$ cat config.mk
export PLATFORM = sky130hd
export DESIGN_NAME = huff_tree_ctrl
export DESIGN_NICKNAME = d
export VERILOG_FILES = /design/src/rtl/huff_pkg.sv /design/src/rtl/huff_tree_ctrl.sv
export VERILOG_INCLUDE_DIRS = /design/src /design/src/rtl
export SDC_FILE = /design/constraint.sdc
export NUM_CORES = 1
export LEC_CHECK = 0
export ABC_AREA = 1
export ABC_CLOCK_PERIOD_IN_PS = 5100
export BUFFER_PORTS_ARGS = -buffer_cell sky130_fd_sc_hd__buf_2
export CAP_MARGIN = 20
export CORE_MARGIN = 2
export CORE_UTILIZATION = 30
export CTS_CLUSTER_DIAMETER = 50
export DETAILED_ROUTE_END_ITERATION = 7
export SETUP_SLACK_MARGIN = 0.2
export SYNTH_ARGS = -nofsm -noshare
export SYNTH_HDL_FRONTEND = slang
export SYNTH_SLANG_ARGS = --single-unit
export TNS_END_PERCENT = 10
$ cat constraint.sdc
create_clock -name clk -period 5.1 [get_ports clk]
set_input_delay 1.02 -clock clk [delete_from_list [all_inputs] [get_ports clk]]
set_output_delay 1.02 -clock clk [all_outputs]
set_load 0.02 [all_outputs]
$ cat src/rtl/huff_defines.svh
`ifndef HUFF_DEFINES_SVH
`define HUFF_DEFINES_SVH

// leaf symbols, one per byte value.
`define HUFF_SYMBOLS 256

// internal node slots; a full tree would need 255.
`define HUFF_NODES 128

`define HUFF_CNT_W 64

// last scan index, HUFF_SYMBOLS + HUFF_NODES.
`define HUFF_SCAN_LAST 384

`endif
$ cat src/rtl/huff_pkg.sv
`default_nettype none

`include "huff_defines.svh"

package huff_pkg;

    // zero marks an empty or consumed entry.
    typedef logic [`HUFF_CNT_W-1:0] huff_cnt_t;

    // "none found" value of a scan.
    localparam huff_cnt_t CNT_NONE = '1;

    typedef struct packed {
        logic       is_node;  // 1 = internal node, 0 = leaf.
        logic [7:0] index;    // byte value or node slot.
    } node_id_t;

    // result of one full scan.
    typedef struct packed {
        node_id_t  first;
        node_id_t  second;
        huff_cnt_t first_val;
        huff_cnt_t second_val;
        huff_cnt_t sum;
    } least_pair_t;

    typedef struct packed {
        node_id_t  left;
        node_id_t  right;
        huff_cnt_t weight;
    } tree_node_t;

    typedef enum logic [1:0] {
        ST_IDLE,
        ST_SCAN,
        ST_MERGE,
        ST_DONE
    } build_state_e;

endpackage

`default_nettype wire

$ cat src/rtl/huff_tree_ctrl.sv
`timescale 1ns/1ps
`default_nettype none

`include "huff_defines.svh"

module huff_tree_ctrl import huff_pkg::*; (
    input  wire               clk,
    input  wire               rst,
    input  wire               build_start,
    input  wire               scan_fin,
    input  wire least_pair_t  least,
    input  wire [7:0]         node_count,
    output logic              count_en,
    output logic              scan_en,
    output logic              merge_we,
    output logic              clear,
    output logic              done,
    output logic              build_overflow,
    output node_id_t          root,
    output huff_cnt_t         root_weight
);

    build_state_e state;
    build_state_e state_n;
    logic         last_scan;  // at most one live entry left.
    logic         full;

    assign last_scan = scan_fin && (least.second_val == CNT_NONE);
    assign full      = (node_count == `HUFF_NODES);

    always_comb begin
        state_n = state;
        case (state)
            ST_IDLE: begin
                if (build_start) begin
                    state_n = ST_SCAN;
                end
            end
            ST_SCAN: begin
                if (last_scan || (scan_fin && full)) begin
                    state_n = ST_DONE;
                end else if (scan_fin) begin
                    state_n = ST_MERGE;
                end
            end
            ST_MERGE: state_n = ST_SCAN;  // one cycle only.
            ST_DONE: begin
                if (build_start) begin
                    state_n = ST_IDLE;
                end
            end
            default: state_n = ST_IDLE;
        endcase
    end

    always_ff @(posedge clk or posedge rst) begin
        if (rst) begin
            state          <= ST_IDLE;
            build_overflow <= 1'b0;
            root           <= '0;
            root_weight    <= '0;
        end else begin
            state <= state_n;
            if (clear) begin
                build_overflow <= 1'b0;
                root           <= '0;
                root_weight    <= '0;
            end else if (last_scan) begin
                root <= least.first;
                // an empty histogram leaves first at the sentinel.
                root_weight <= (least.first_val == CNT_NONE) ? '0 : least.first_val;
            end else if (scan_fin && full) begin
                build_overflow <= 1'b1;
            end
        end
    end

    assign count_en = (state == ST_IDLE);
    assign scan_en  = (state == ST_SCAN);
    assign merge_we = (state == ST_MERGE);
    assign done     = (state == ST_DONE);
    assign clear    = done && build_start;  // wipe the tree on the way back to idle.

endmodule

`default_nettype wire

==> key figures <==
Critical path
  – Crit path required time: 5.32 ns
  – Crit path arrival time: 3.05 ns
  – Startpoint types: input port
  – Max incr delay on CP: 0.49 ns
  – Slowest cell on crit path: nor2_4
  – Crit path buf inv count: 2
  – Critical path class: in -> reg
  – Worst setup EP type: flip-flop
  – Crit Path Max Fanout: 40
  – Critical Path, Cell by Cell: buf_2, nand4_1, or2_2, nor2_1, nand2_1, nor2_4, buf_4, nor2_1, nand2_1, nand2_1
  – CP top delay family: simple AND/OR/NAND/NOR gates
  – Most used cell, CP: nand2_1

Die
  – Total die area: 14840 um2
  – Cell row count: 43
  – Core area: 13720 um2
  – DIE WIDTH: 121.8 um
  – # IOs: 301
  – Starting Density: 30.36%
  – Die span in y: 121.8 um

Clock network
  – Clk Tree Root Cell: clkbuf_16
  – Post_cts resized: 0
  – H-tree Lvls: 3
  – Clock transition at path regs: 0.05 ns
  – Total CTS buffers: 9
  – CTS Sinks: 76
  – Setup bufs post-CTS: 0
  – Clk_lat worst skew: 0.33 ns
  – Longest Clk Path Bufs: 2
  – CTS tree: done
  – Hold-fix buffers, CTS: 0

Layout
  – Number of nets in the layout: 1058
  – Fill cells: 1541
  – Layout area overhead: 36.65%
  – Share of cells above drive strength 1: 30.19%

Global routing
  – GRT Residual Overflow: 0
  – GRT Util Overall: 17.24%
  – Largest net degree at the start of global routing: 75
  – Global-route wire length before repair: 20.08 mm
  – Antenna violations before repair: 3
  – Vias in the first global route: 4169

Yosys
  – Flops & latches, synth: 76
  – Synth Instances: 621
  – Syn_area_per_cell: 6.707 um2
  – Synth warn: 0
  – Mapped Area: 4165 um2
  – Yosys cell types: 19
  – Synth Net Count: 843
  – Post-synthesis sequential area ratio: 45.66%

STA
  – Finish-stage setup viols: 0
  – Final hold vios: 0
  – Max-slew violation count: 0
  – Slew @ Worst Pin: 0.8532 ns
  – Setup Total Neg Slack: 0 ns
  – Minimum clock period: 2.831 ns
  – Layout Skew: 0.004348 ns
  – Worst rel slew slack: 43.04%
  – RSZ-0062 raised after global routing: false
  – Share of the clock period used by the worst path: 55.51%
  – Highest clock rate: 0.3532 GHz

Detailed routing
  – Vias per cell: 4.318
  – Routed len/inst: 12.44 um
  – First DRT Iteration DRCs: 262
  – Drt drc: 0
  – Antenna viol nets, final: 0
  – Vias: 4404
  – DRT Pass-1 Iters: 4
  – WL final: 12.69 mm

Power and ir drop
  – Tot Pwr: 0.001460 W
  – Pwr dens: 256.5 nW/um2
  – Leakage power: 3.580 nW
  – Peak VDD IR: 0.2146 mV

Placed design
  – GP Congestion: 0.7915
  – Hpwl dp: 9.098 mm
  – I/O Buffers: 227

Worst hold path
  – HP Class: reg -> reg

Run status
  – Status: completed

Flow run
  – Max_cap viols: 0
cell families after synthesis:
kind of cell           share of synthesized area (%)
and+or+nand+nor                                43.44
buffers and inverters                          10.60
AOI/OAI and AO/OA                             0.3003
DFF                                            45.66
synth_stat cells (all sizes together):
cell type | instances | share of area, %
o21ai | 1 | 0.12
or2 | 2 | 0.30
nand4 | 6 | 0.90
o211ai | 1 | 0.18
nor3 | 12 | 1.4
dfrtp | 76 | 46
nand2 | 225 | 20
nand3 | 76 | 9.1
or3 | 1 | 0.15
inv | 73 | 6.6
clkbuf | 3 | 0.27
nor2 | 118 | 11
nand3b | 1 | 0.18
buf | 26 | 3.8
layout by cell type (no fill, tap or decap), drive strengths merged:
master / synthesis / routed
dfrtp: 76 / 76
nand3b: 1 / 1
or3: 1 / 1
nor2: 118 / 118
or2: 2 / 2
bufinv: 0 / 1
nand2: 225 / 225
o21ai: 1 / 1
o211ai: 1 / 1
diode: 0 / 2
nand4: 6 / 6
nor3: 12 / 12
clkinv: 0 / 3
inv: 73 / 72
nand3: 76 / 76
clkbuf: 3 / 10
buf: 26 / 233
metrics by stage:
step	std cells	instance area, um2	util [%]	setup slack (ns)	hold slack (ns)
finish	1020	5692	41.49	2.269	0.4645
CTS	1018	5687	41.45	2.298	0.4731
floorplan	621	4165	-	2.142	0.5755
global placement	1005	5408	39.42	1.921	0.4665
global route	1019	5689	41.47	2.074	0.5059
detailed placement	1005	5408	39.42	1.974	0.4587
final timing paths:
| path | startpoint | end | slack [ns] | depth (start not counted) |
|---|---|---|---|---|
| min reg2reg | build_overflow | build_overflow | 0.46 | 2 |
| max in group asynchronous | rst | root[8] | 3.36 | 3 |
| min | build_overflow | build_overflow | 0.46 | 2 |
| min in group asynchronous | rst | root_weight[35] | 0.74 | 2 |
| max | least[186] | root_weight[57] | 2.27 | 10 |
| max reg2reg | state[1] | root_weight[26] | 3.02 | 6 |
flip-flops by register name, summed over array words and instances, names as in the netlist:
name            cells
root                9
state               2
build_overflow      1
root_weight        64
cell type report:
type	count	area [um2]	share of cell area, %
repair buffers	233	1181	20.75
diodes	2	5.005	0.08793
clock buffers	10	239.0	4.199
multi-input cells	443	1824	32.05
flip-flops and latches	76	1902	33.41
well taps	180	225.2	3.957
inverters	73	275.3	4.836
clock inverters	3	40.04	0.7035
per-layer routing:
metal	global-route usage [%]	vias up	part of all wire, %
met3	7.210	17	10
met1	22.29	1931	46
met5	0	-	0.071
li1	-	2305	-
met4	5.172	2	1.5
met2	26.33	149	42
worst register-to-register path: stages (launching register included):
cell     delay (ns)
dfrtp_1        0.40
nand2_1        0.17
nor2_2         0.10
inv_2          0.63
buf_4          0.47
nand3_1        0.13
nand2_1        0.11
power breakdown:
part           switching (W)  internal [W]
combinational       0.000141     0.0000848
sequential        0.00000609      0.000612
clock               0.000234      0.000382
Power figures use the tool's default switching activity.
