File: src/rtl/huff_defines.svh
`ifndef HUFF_DEFINES_SVH
`define HUFF_DEFINES_SVH

// leaf symbols, one per byte value.
`define HUFF_SYMBOLS 256

// internal node slots; a full tree would need 255.
`define HUFF_NODES 128

`define HUFF_CNT_W 64

// last scan index, HUFF_SYMBOLS + HUFF_NODES.
`define HUFF_SCAN_LAST 384

`endif
File: src/rtl/huff_pkg.sv
`default_nettype none

`include "huff_defines.svh"

package huff_pkg;

    // zero marks an empty or consumed entry.
    typedef logic [`HUFF_CNT_W-1:0] huff_cnt_t;

    // "none found" value of a scan.
    localparam huff_cnt_t CNT_NONE = '1;

    typedef struct packed {
        logic       is_node;  // 1 = internal node, 0 = leaf.
        logic [7:0] index;    // byte value or node slot.
    } node_id_t;

    // result of one full scan.
    typedef struct packed {
        node_id_t  first;
        node_id_t  second;
        huff_cnt_t first_val;
        huff_cnt_t second_val;
        huff_cnt_t sum;
    } least_pair_t;

    typedef struct packed {
        node_id_t  left;
        node_id_t  right;
        huff_cnt_t weight;
    } tree_node_t;

    typedef enum logic [1:0] {
        ST_IDLE,
        ST_SCAN,
        ST_MERGE,
        ST_DONE
    } build_state_e;

endpackage

`default_nettype wire

File: src/rtl/huff_find_least.sv
`timescale 1ns/1ps
`default_nettype none

`include "huff_defines.svh"

module huff_find_least import huff_pkg::*; (
    input  wire             clk,
    input  wire             rst,
    input  wire             scan_en,
    input  wire huff_cnt_t  leaf_count,
    input  wire huff_cnt_t  node_weight,
    output logic [7:0]      leaf_addr,
    output logic [6:0]      node_addr,
    output least_pair_t     least,
    output logic            scan_fin
);

    logic [8:0]  scan_idx;
    node_id_t    id1;
    node_id_t    id2;
    huff_cnt_t   val1;
    huff_cnt_t   val2;
    node_id_t    cand_id;
    huff_cnt_t   cand_val;
    least_pair_t live;
    least_pair_t held;

    // indices 256..383 map onto node slots 0..127.
    assign leaf_addr = scan_idx[7:0];
    assign node_addr = scan_idx[6:0];
    assign scan_fin  = scan_en && (scan_idx == `HUFF_SCAN_LAST);

    always_comb begin
        cand_id.is_node = scan_idx[8];
        cand_id.index   = scan_idx[7:0];  // bit 7 stays clear over the node range.
        cand_val        = scan_idx[8] ? node_weight : leaf_count;
    end

    always_comb begin
        live.first      = id1;
        live.second     = id2;
        live.first_val  = val1;
        live.second_val = val2;
        if (val1 != CNT_NONE && val2 != CNT_NONE) begin
            live.sum = val1 + val2;
        end else begin
            live.sum = '0;
        end
    end

    // the live pair is valid on scan_fin, the held copy afterwards.
    assign least = scan_fin ? live : held;

    always_ff @(posedge clk or posedge rst) begin
        if (rst) begin
            scan_idx <= '0;
            id1      <= '0;
            id2      <= '0;
            val1     <= CNT_NONE;
            val2     <= CNT_NONE;
            held     <= '{first: '0, second: '0, first_val: CNT_NONE,
                          second_val: CNT_NONE, sum: '0};
        end else if (scan_en) begin
            if (scan_fin) begin
                scan_idx <= '0;
                id1      <= '0;
                id2      <= '0;
                val1     <= CNT_NONE;
                val2     <= CNT_NONE;
                held     <= live;
            end else begin
                scan_idx <= scan_idx + 9'd1;
                // strict compares keep the earlier index on a tie.
                if (cand_val != '0) begin
                    if (cand_val < val1) begin
                        id2  <= id1;
                        val2 <= val1;
                        id1  <= cand_id;
                        val1 <= cand_val;
                    end else if (cand_val < val2) begin
                        id2  <= cand_id;
                        val2 <= cand_val;
                    end
                end
            end
        end
    end

    assert property (@(posedge clk) disable iff (rst) scan_fin |=> !scan_fin)
        else $error("scan_fin longer than one cycle");

    // must hold for the merge that follows, not only on scan_fin.
    assert property (@(posedge clk) disable iff (rst)
        least.first_val <= least.second_val)
        else $error("least pair out of order");

endmodule

`default_nettype wire

File: config.mk
export PLATFORM = sky130hd
export DESIGN_NAME = huff_find_least
export DESIGN_NICKNAME = d
export VERILOG_FILES = /design/src/rtl/huff_pkg.sv /design/src/rtl/huff_find_least.sv
export VERILOG_INCLUDE_DIRS = /design/src /design/src/rtl
export SDC_FILE = /design/constraint.sdc
export NUM_CORES = 1
export LEC_CHECK = 0
export ABC_AREA = 1
export BUFFER_PORTS_ARGS = -buffer_cell sky130_fd_sc_hd__buf_2
export CELL_PAD_IN_SITES_DETAIL_PLACEMENT = 1
export CELL_PAD_IN_SITES_GLOBAL_PLACEMENT = 1
export CORE_MARGIN = 3
export CORE_UTILIZATION = 30
export DETAILED_ROUTE_END_ITERATION = 10
export GPL_TIMING_DRIVEN = 1
export PLACE_DENSITY_LB_ADDON = 0.2
export RECOVER_POWER = 50
export SYNTH_ARGS = -nofsm -noshare
export SYNTH_HDL_FRONTEND = slang
export SYNTH_SLANG_ARGS = --single-unit
File: constraint.sdc
create_clock -name clk -period 22.7 [get_ports clk]
set_input_delay 3.405 -clock clk [delete_from_list [all_inputs] [get_ports clk]]
set_output_delay 3.405 -clock clk [all_outputs]
set_load 0.005 [all_outputs]
==> run summary, run 1 <==
Run status -> complete, but fails checks
Violations in the final reports -> max-capacitance violations, max-slew violations
Critical path arrival -> 10.19 ns
Setup slack after placement -> 11.76 ns
Area growth syn-to-layout -> 16.7%
Cts-stage hold buffer count -> 0
Die ar. -> 87400 µm²
Violation count after the first detailed-route iteration -> 1435
Setup repair after global routing missed its margin -> false
Total vias in the final route -> 25272
Power per standard cell area -> 140 nW/µm²
Max Clk Rate -> 73.6 MHz
Number of sinks on the clock net -> 365
CTS Buf Count -> 47
I/O Buffers -> 356
Number of instances in the synthesized netlist -> 3554
WP data required -> 19.30 ns
Accumulated negative setup slack -> 0 ns
Num rows -> 105
Commonest non-fill, non-tap cell in the layout -> sky130_fd_sc_hd__nand2_1
CP Capture Type -> output pin
Commonest cells after routing, fill and taps aside -> 1058 x sky130_fd_sc_hd__nand2_1, 522 x sky130_fd_sc_hd__o21ai_0, 342 x sky130_fd_sc_hd__buf_2
Leakage dissipation -> 14.3 nW
Post-synth cell types -> 44
Leading post-synthesis cells by cell area -> sky130_fd_sc_hd__dfstp_2 27%, sky130_fd_sc_hd__nand2_1 16%, sky130_fd_sc_hd__dfrtp_1 11%
CTS tree -> yes
Number of synthesized flops with an enable pin -> 0
Setup violators final -> 0
Top-Level Pins -> 357
Prevailing post-synth register cell -> sky130_fd_sc_hd__dfstp_2
Height of the chip -> 296 µm
Number of detailed-route iterations in the first pass -> 5
Top cell type's share of synthesized area -> 26.7%
Syn Std Cell Area -> 25200 µm²
Final hold violation count -> 0
Maximum ir drop on the vdd rail -> 0.0675 mV
Type of element launching the critical path -> input pin
Share of the clock period used by the worst path -> 59.9%
Skew-Pair Late Insertion Delay -> 0.60 ns
Remaining global-route overflow -> 0
Final max-slew violation count -> 562
GRT Resource Usage Total -> 24.6%
Register area share after synthesis -> 37.6%
Remaining antenna violation count after routing -> 0
H-tree levels -> 2
Post-synthesis area per instance -> 7.08 µm²
Slowest cell delay on critical path -> 2.44 ns
Remaining design rule violation count -> 0
Starting utilization of the core area -> 30.5%
Synthesis-stage register bit count -> 365
Weighted congestion at the end of routability-driven global placement -> 0.868
Total detailed-routing wirelength -> 109 mm
Post-synth top area cell -> sky130_fd_sc_hd__dfstp_2
Kind of critical path -> input pin to output pin
Detailed-route vias per instance -> 5.13
Cells traversed along the worst timing path -> clkbuf_1 > nand2_1 > nor3_1 > nand3_1 > clkbuf_1 > buf_4 > buf_4 > nand2_1 > o21ai_0 > buf_2
Maximum number of pins on one net before global-route repair -> 213
Post_cts resized -> 0
Routed wire per std cell -> 22.1 µm
Initial antenna violation count -> 1
Gate family responsible for the most delay along the worst path -> buffers and inverters
HPWL after detailed placement -> 83.6 mm
Synth warnings -> 0
Share of async-settable or async-resettable flops after synthesis -> 100%
Layout Skew -> 0.0191 ns
Hold/Removal Path Class -> flip-flop to flip-flop
Vias in the first global route -> 25730
Placeable core area -> 82600 µm²
Crit path buf inv count -> 5
Proportion of layout cells with a drive suffix above 1 -> 18.6%
Maximum root-to-sink buffer count -> 3
Crit path time final -> 13.59 ns
Global-route wire length before repair -> 165 mm
Root Driver -> sky130_fd_sc_hd__clkbuf_16
Slew at the pin with the worst max-slew slack -> 8.44 ns
Postcts setup bufs -> 0
Horizontal die dimension -> 296 µm
Slack of the critical path -> 9.11 ns
Slew margin rel. -> -463%
Clock transition at path regs -> 0.05 ns
Cell with the largest stage delay on the worst path -> sky130_fd_sc_hd__clkbuf_1
Reported max-cap violation count -> 7
Critical Path Fanout Max -> 137
Count of nets after finishing -> 4135
Synthesized net count -> 3877
## sequential cells by signal, indices dropped and copies added, names as in the netlist
signal   count
id2          9
held       210
id1          9
cand_id      9
val1        64
val2        64
## tightest hold or removal path: cells and delay by family (launching register included)
family	cells	cell delay, ns
flip-flops	1	0.32
AND/OR/NAND/NOR	2	0.12
## kinds of logic after synthesis
family	Yosys count	share of synthesized area [%]
flip-flops	365	37.6
AO/OA/AOI/OAI	771	16.1
AND/OR/NAND/NOR	1736	28.4
XOR/XNOR	15	0.522
buffers and inverters	475	7.82
adder cells (fa/ha/maj)	192	9.57
## cells in the mapped netlist, types with 2 or more instances
master,n
sky130_fd_sc_hd__nand3b_1,8
sky130_fd_sc_hd__nand4_1,51
sky130_fd_sc_hd__dfrtp_1,109
sky130_fd_sc_hd__or2_1,15
sky130_fd_sc_hd__xnor2_1,7
sky130_fd_sc_hd__buf_4,29
sky130_fd_sc_hd__o21ai_0,523
sky130_fd_sc_hd__dfstp_2,256
sky130_fd_sc_hd__buf_6,4
sky130_fd_sc_hd__nor4_1,21
sky130_fd_sc_hd__o21a_1,14
sky130_fd_sc_hd__a21oi_1,157
sky130_fd_sc_hd__xor2_1,8
sky130_fd_sc_hd__o221ai_1,2
sky130_fd_sc_hd__buf_2,38
sky130_fd_sc_hd__o211ai_1,11
sky130_fd_sc_hd__nand3_1,251
sky130_fd_sc_hd__nor2_1,289
sky130_fd_sc_hd__a31oi_1,19
sky130_fd_sc_hd__clkbuf_1,91
sky130_fd_sc_hd__o21bai_1,7
sky130_fd_sc_hd__buf_1,7
sky130_fd_sc_hd__o2111ai_1,3
sky130_fd_sc_hd__nand2_2,2
sky130_fd_sc_hd__inv_2,5
sky130_fd_sc_hd__a22o_1,2
sky130_fd_sc_hd__a211oi_1,2
sky130_fd_sc_hd__o21ai_1,10
sky130_fd_sc_hd__a21boi_0,5
sky130_fd_sc_hd__ha_1,191
sky130_fd_sc_hd__nor3_1,24
sky130_fd_sc_hd__nand2_1,1060
sky130_fd_sc_hd__inv_1,301
sky130_fd_sc_hd__a21o_1,14
sky130_fd_sc_hd__or2_2,9
## path summary, 6_finish.rpt
kind | endpoint | startpoint | cells past startpoint | slack [ns]
max | least[162] | scan_en | 10 | 9.11
min | held[194] | held[194] | 2 | 0.47
max reg2reg | id2[5] | cand_id[8] | 21 | 15.26
min reg2reg | held[194] | held[194] | 2 | 0.47
max in group asynchronous | held[82] | rst | 3 | 11.15
min in group asynchronous | held[62] | rst | 2 | 4.18
## power by group
| part | leakage [nW] | internal (W) | switching [W] |
|---|---|---|---|
| Sequential | 4.12 | 0.000884 | 0.000231 |
| Clock | 0.826 | 0.000515 | 0.000324 |
| Combinational | 9.40 | 0.000629 | 0.00152 |
## metrics by stage
stage	area (µm²)	hold slack (ns)	power [W]	utilization, %	instances
global route	29400	0.505	0.00445	35.5	4921
floorplan	25200	0.443	0.00242	-	3554
CTS	29400	0.476	0.00412	35.6	4921
global placement	27700	0.456	0.00323	33.5	4833
finish	29400	0.470	0.00410	35.5	4922
detailed placement	27700	0.460	0.00326	33.5	4833
## layout make-up
cell class,count,area [µm²]
fillers,10419,53300
repair buffers,378,1930
clock buffers,65,1340
clock inverters,23,369
inverters,306,1150
well taps,1070,1340
multi-input cells,2714,13800
flip-flops and latches,365,9460
diodes,1,2.50
## metal layers
layer | part of all wire [%] | vias up | GRT usage [%]
li1 | - | 12276 | -
met1 | 50 | 12386 | 36.4
met2 | 44 | 523 | 38.7
met3 | 4.3 | 87 | 3.10
met4 | 1.7 | 0 | 4.35
met5 | 0 | - | 0
No activity file was read; power rests on OpenSTA's default activity.
==> inputs of run 2 (changes only) <==
==> constraint.sdc (replaced) <==
create_clock -name clk -period 13.6 [get_ports clk]
set_input_delay 2.04 -clock clk [delete_from_list [all_inputs] [get_ports clk]]
set_output_delay 2.04 -clock clk [all_outputs]
set_load 0.005 [all_outputs]
==> run 2 against run 1 <==
Effect of this change: non-clock buffer count down 4; first-iteration DRC count up 5.1%; sequential share of layout area about the same; power up 68%; sequential power up 67%; hold slack better by 0.0022 ns; cell area up 0.11%; largest power group unchanged; critical path depth up 6; core utilization about the same; the run still ends with max-capacitance violations, max-slew violations left; critical endpoint is now id2[3]; setup slack worse by 5.0 ns; highest routed layer unchanged; via count up 1.2%.
==> run summary, run 2 (same netlist as run 1, synthesis figures left out) <==
Largest register FFs -> 210
Initial antenna violation count -> 0
Critical path arrival -> 9.93 ns
Hold/Removal Path Class -> flip-flop to flip-flop
Die ar. -> 87400 µm²
Post_cts resized -> 0
Type of element launching the critical path -> input pin
Setup slack after placement -> 5.63 ns
Total vias in the final route -> 25585
Setup violators final -> 0
CTS Buf Count -> 48
Slack of the critical path -> 4.14 ns
Maximum number of pins on one net before global-route repair -> 186
Non-filler cells in the finished layout -> 4915
Postcts setup bufs -> 0
Horizontal die dimension -> 296 µm
Worst R2R End -> id2[3]
Cts-stage hold buffer count -> 0
H-tree levels -> 2
Placeable core area -> 82600 µm²
Starting utilization of the core area -> 30.5%
Proportion of layout cells with a drive suffix above 1 -> 18.6%
Power per standard cell area -> 235 nW/µm²
Registers with the most flip-flops -> held: 210 flops, val1: 64 flops, val2: 64 flops
Violation count after the first detailed-route iteration -> 1508
Inst Count DP -> 4829
Slew at the pin with the worst max-slew slack -> 5.09 ns
Vias in the first global route -> 25336
Number of sinks on the clock net -> 365
Number of detailed-route iterations in the first pass -> 5
Commonest non-fill, non-tap cell in the layout -> sky130_fd_sc_hd__nand2_1
I/O Buffers -> 356
Top reg by flops -> held
Remaining antenna violation count after routing -> 0
Maximum root-to-sink buffer count -> 3
Final max-slew violation count -> 382
Reported max-cap violation count -> 5
Global-route wire length before repair -> 163 mm
Setup repair after global routing missed its margin -> false
Share of the clock period used by the worst path -> 69.5%
Beginning of the worst register-to-register path -> cand_id[0]
Num rows -> 105
Total detailed-routing wirelength -> 109 mm
HPWL after detailed placement -> 83.6 mm
Remaining design rule violation count -> 0
Weighted congestion at the end of routability-driven global placement -> 0.876
Violations in the final reports -> max-capacitance violations, max-slew violations
Kind of critical path -> input pin to flip-flop
Cell depth of the worst min-delay path -> 2
Leakage dissipation -> 14.4 nW
CTS tree -> yes
Hold worst-path end -> held[203]
Critical Path Fanout Max -> 111
Layout Skew -> 0.0300 ns
Slew margin rel. -> -241%
Commonest cells after routing, fill and taps aside -> 1058 x sky130_fd_sc_hd__nand2_1, 523 x sky130_fd_sc_hd__o21ai_0, 341 x sky130_fd_sc_hd__buf_2
Root Driver -> sky130_fd_sc_hd__clkbuf_16
R2r setup slk -> 5.04 ns
Reg2Reg Depth -> 17
Crit path time final -> 9.46 ns
Hold Startpoint -> held[203]
Clock transition at path regs -> 0.06 ns
CP Capture Type -> flip-flop
Remaining global-route overflow -> 0
Height of the chip -> 296 µm
Final antenna diode count -> 0
Maximum ir drop on the vdd rail -> 0.191 mV
Max Clk Rate -> 106 MHz
Run status -> complete, but fails checks
GRT Resource Usage Total -> 24.5%
Skew-Pair Late Insertion Delay -> 0.62 ns
Area growth syn-to-layout -> 16.8%
Routed wire per std cell -> 22.2 µm
Accumulated negative setup slack -> 0 ns
Count of nets after finishing -> 4132
Final hold violation count -> 0
Top-Level Pins -> 357
Detailed-route vias per instance -> 5.21
WP data required -> 14.07 ns
## run 2: cell types whose count changed in the layout (fill, tap and decap cells not counted), moves of 2 or more
cell,delta
sky130_fd_sc_hd__clkbuf_1,-3
sky130_fd_sc_hd__inv_16,+2
sky130_fd_sc_hd__clkinvlp_4,-3
sky130_fd_sc_hd__clkinv_2,+4
sky130_fd_sc_hd__buf_4,-5
sky130_fd_sc_hd__clkbuf_8,+3
## run 2: worst max-delay path by stage
stage                     startpoint          to  slack [ns]  cells after the start
after detailed placement     scan_en    least[1]        5.63                     11
after global placement       scan_en    least[1]        5.73                     11
final                        scan_en      id2[3]        4.14                     16
after global routing         scan_en      id2[7]        3.54                     16
after CTS                    scan_en    least[1]        5.64                     11
after floorplan                  rst  cand_id[0]        1.85                      1
## run 2: worst max-delay path, cell delays in order
cell                       delay (ns)
sky130_fd_sc_hd__clkbuf_1        0.24
sky130_fd_sc_hd__nand2_1         0.13
sky130_fd_sc_hd__nor3_1          0.07
sky130_fd_sc_hd__nand3_4         0.63
sky130_fd_sc_hd__clkbuf_1        2.70
sky130_fd_sc_hd__buf_4           0.98
sky130_fd_sc_hd__nand2_1         0.23
sky130_fd_sc_hd__nor2_1          0.16
sky130_fd_sc_hd__nand3_1         0.20
sky130_fd_sc_hd__nand2_1         0.20
sky130_fd_sc_hd__nor2_1          0.08
sky130_fd_sc_hd__nand2_2         0.06
sky130_fd_sc_hd__buf_4           0.79
sky130_fd_sc_hd__nand2_4         0.82
sky130_fd_sc_hd__nand2_1         0.26
sky130_fd_sc_hd__nand2_1         0.07
## run 2: final cells by class
class,count,area (µm²)
Fill cell,10388,53200
Multi-Input combinational cell,2714,13800
Sequential cell,365,9460
Timing Repair Buffer,374,1910
Clock buffer,64,1380
Tap cell,1070,1340
Inverter,306,1150
Clock inverter,22,369
## run 2: power by group
group,switching (W),internal [W]
Sequential,0.000397,0.00148
Combinational,0.00255,0.00105
Clock,0.000545,0.000886
Total,0.00349,0.00341
## run 2: per-layer routing
layer	vias up	share of wire, %	routed length [µm]	GRT usage (%)
met5	-	0	0	0
met4	0	1.9	2110	4.95
met3	107	5.8	6280	2.81
met2	696	44	47700	38.2
met1	12517	48	52800	36.5
li1	12265	-	-	-
## run 2: metrics by stage
step	power, W	instance area (µm²)	utilization, %	hold slack [ns]
2_1_floorplan	0.00403	25200	-	0.443
3_3_place_gp	0.00540	27700	33.5	0.457
3_5_place_dp	0.00544	27700	33.5	0.461
4_1_cts	0.00692	29400	35.6	0.477
5_1_grt	0.00745	29400	35.6	0.494
6_report	0.00690	29400	35.6	0.472
==> inputs of run 3 (changes only) <==
==> constraint.sdc (replaced) <==
create_clock -name clk -period 8.7 [get_ports clk]
set_input_delay 1.305 -clock clk [delete_from_list [all_inputs] [get_ports clk]]
set_output_delay 1.305 -clock clk [all_outputs]
set_load 0.005 [all_outputs]
==> run 3 against run 2 <==
Effect of this change: the flow still finishes with violations (max-capacitance violations, max-slew violations); critical path type is now input pin to output pin; clock power grew 48%; setup slack worse by 2.6 ns; first-iteration DRC count rose by 13%; critical endpoint is now least[12]; largest power group unchanged; hold slack is essentially flat; non-clock buffer count is 7 higher; clock skew rose by 0.0033 ns; combinational power rose by 51%; die area stayed put; sequential share of layout area barely moved; power grew 52%.
==> run summary, run 3 (same netlist as run 1, synthesis figures left out) <==
Run status -> complete, but fails checks
Violations in the final reports -> max-capacitance violations, max-slew violations
Placeable core area -> 82600 µm²
Net switching power figure -> 0.00522 W
Sequential standard cell area -> 9460 µm²
Critical path arrival -> 5.83 ns
Accumulated negative setup slack -> 0 ns
Total detailed-routing wirelength -> 106 mm
Commonest non-fill, non-tap cell in the layout -> sky130_fd_sc_hd__nand2_1
Part of the total power dissipated in the clock network -> 20.3%
CTS Buf Count -> 47
Power Internal -> 0.00525 W
Leakage dissipation -> 14.4 nW
Registers with the most flip-flops -> held: 210 flops, val1: 64 flops, val2: 64 flops
Skew-Pair Late Insertion Delay -> 0.59 ns
Crit path buf inv count -> 5
Reported max-cap violation count -> 3
Num rows -> 105
Largest register FFs -> 210
Weighted congestion at the end of routability-driven global placement -> 0.904
I/O Buffers -> 356
Number of sinks on the clock net -> 365
Met2 track utilization from global routing -> 36.3%
WP data required -> 7.39 ns
Root Driver -> sky130_fd_sc_hd__clkbuf_16
HPWL after detailed placement -> 81.2 mm
Starting utilization of the core area -> 30.5%
Horizontal die dimension -> 296 µm
Detailed-route vias per instance -> 5.14
Slowest cell delay on critical path -> 0.78 ns
Proportion of layout cells with a drive suffix above 1 -> 18.8%
Combinational Power Share -> 51.9%
Vias in the first global route -> 25266
Maximum root-to-sink buffer count -> 3
CTS tree -> yes
Layout Skew -> 0.0334 ns
Setup violators final -> 0
Maximum number of pins on one net before global-route repair -> 219
Hold/Removal Path Class -> flip-flop to flip-flop
Gate family responsible for the most delay along the worst path -> buffers and inverters
CP Capture Type -> output pin
Power per standard cell area -> 356 nW/µm²
Count of nets after finishing -> 4138
Cell area after layout -> 29400 µm²
Switching power share of the total -> 49.9%
Final hold violation count -> 0
Number of detailed-route iterations in the first pass -> 5
Cell with the largest stage delay on the worst path -> sky130_fd_sc_hd__inv_1
Critical Path Fanout Max -> 35
Initial antenna violation count -> 3
Crit path time final -> 7.13 ns
Postcts setup bufs -> 0
Total cell area at the placement stage -> 27800 µm²
Violation count after the first detailed-route iteration -> 1711
Final max-slew violation count -> 364
Max Clk Rate -> 140 MHz
Slew margin rel. -> -166%
Setup repair after global routing missed its margin -> false
Die ar. -> 87400 µm²
H-tree levels -> 2
Area growth syn-to-layout -> 16.7%
Height of the chip -> 296 µm
Remaining design rule violation count -> 0
Type of element launching the critical path -> input pin
Clock transition at path regs -> 0.06 ns
Commonest cells after routing, fill and taps aside -> 1058 x sky130_fd_sc_hd__nand2_1, 522 x sky130_fd_sc_hd__o21ai_0, 343 x sky130_fd_sc_hd__buf_2
Global-route wire length before repair -> 159 mm
Area of combinational cells with multiple inputs -> 13800 µm²
Cts-stage hold buffer count -> 0
Fillcell total -> 10362
Slew at the pin with the worst max-slew slack -> 4.00 ns
Post_cts resized -> 0
Kind of critical path -> input pin to output pin
Relative contribution of sequential cells to total power -> 27.8%
Top-Level Pins -> 357
Top reg by flops -> held
Met1 Usage GRT -> 35.0%
GR Layer Usage met3 -> 3.26%
Maximum ir drop on the vdd rail -> 0.271 mV
Cells traversed along the worst timing path -> clkbuf_1 > nand2_1 > nor3_1 > nand3_4 > inv_1 > o21ai_1 > nor2_4 > buf_4 > inv_2 > o21ai_0 > buf_2
Remaining global-route overflow -> 0
Remaining antenna violation count after routing -> 0
GRT Resource Usage Total -> 23.8%
Routed wire per std cell -> 21.5 µm
Share of the clock period used by the worst path -> 82.0%
Highest-utilization routing layer at the global route stage -> met2
Total vias in the final route -> 25311
[run 3: cell types whose count changed in the layout (fill, tap and decap cells not counted), sizes merged]
| cell | change |
|---|---|
| buf | +10 |
| bufinv | -3 |
| clkbuf | -1 |
| clkinv | -1 |
| clkinvlp | +2 |
| diode | +3 |
[run 3: per-stage QoR]
step / std cells / total power (W) / utilization (%) / worst slack (ns) / hold slack [ns]
detailed placement: 4836 / 0.00831 / 33.6 / 2.18 / 0.460
floorplan: 3554 / 0.00630 / - / 2.71 / 0.443
CTS: 4922 / 0.0105 / 35.6 / 2.18 / 0.477
finish: 4925 / 0.0105 / 35.6 / 1.57 / 0.472
global placement: 4836 / 0.00821 / 33.6 / 2.16 / 0.454
global route: 4923 / 0.0114 / 35.5 / 1.25 / 0.494
[run 3: area by class of cell]
cell class,count,share of cell area (%)
multi-input cells,2714,47.0
flip-flops and latches,365,32.2
repair buffers,381,6.70
clock buffers,66,4.77
well taps,1070,4.56
inverters,306,3.91
clock inverters,20,0.903
diodes,3,0.0256
[run 3: power by group through the flow]
stage / Combinational, W / Clock [W] / Sequential, W
2_1_floorplan: 0.00371 / 0 / 0.00259
3_3_place_gp: 0.00529 / 0 / 0.00291
3_5_place_dp: 0.00540 / 0 / 0.00291
4_1_cts: 0.00544 / 0.00219 / 0.00289
5_1_grt: 0.00615 / 0.00225 / 0.00296
6_report: 0.00544 / 0.00212 / 0.00291
[run 3: final timing paths]
path                       startpoint         to  slack, ns  depth (start not counted)
setup reg to reg           cand_id[8]    val2[3]       2.64                         19
hold reg to reg             held[195]  held[195]       0.47                          2
min in group asynchronous         rst    held[5]       0.65                          2
setup / recovery              scan_en  least[12]       1.57                         11
hold / removal              held[195]  held[195]       0.47                          2
max in group asynchronous         rst  held[179]       2.15                          4
[run 3: metal layers]
layer / share of wire, % / vias up / routed length [µm]
li1: - / 12284 / -
met5: 0 / - / 0
met1: 49 / 12276 / 51500
met4: 2.8 / 0 / 2910
met3: 5.2 / 128 / 5500
met2: 43 / 623 / 45700
[run 3: tightest hold or removal path, cell delays in order, from the launching register on]
cell and delay [ns]:
sky130_fd_sc_hd__dfrtp_1 0.32, sky130_fd_sc_hd__nand2_1 0.06, sky130_fd_sc_hd__nand2_1 0.06
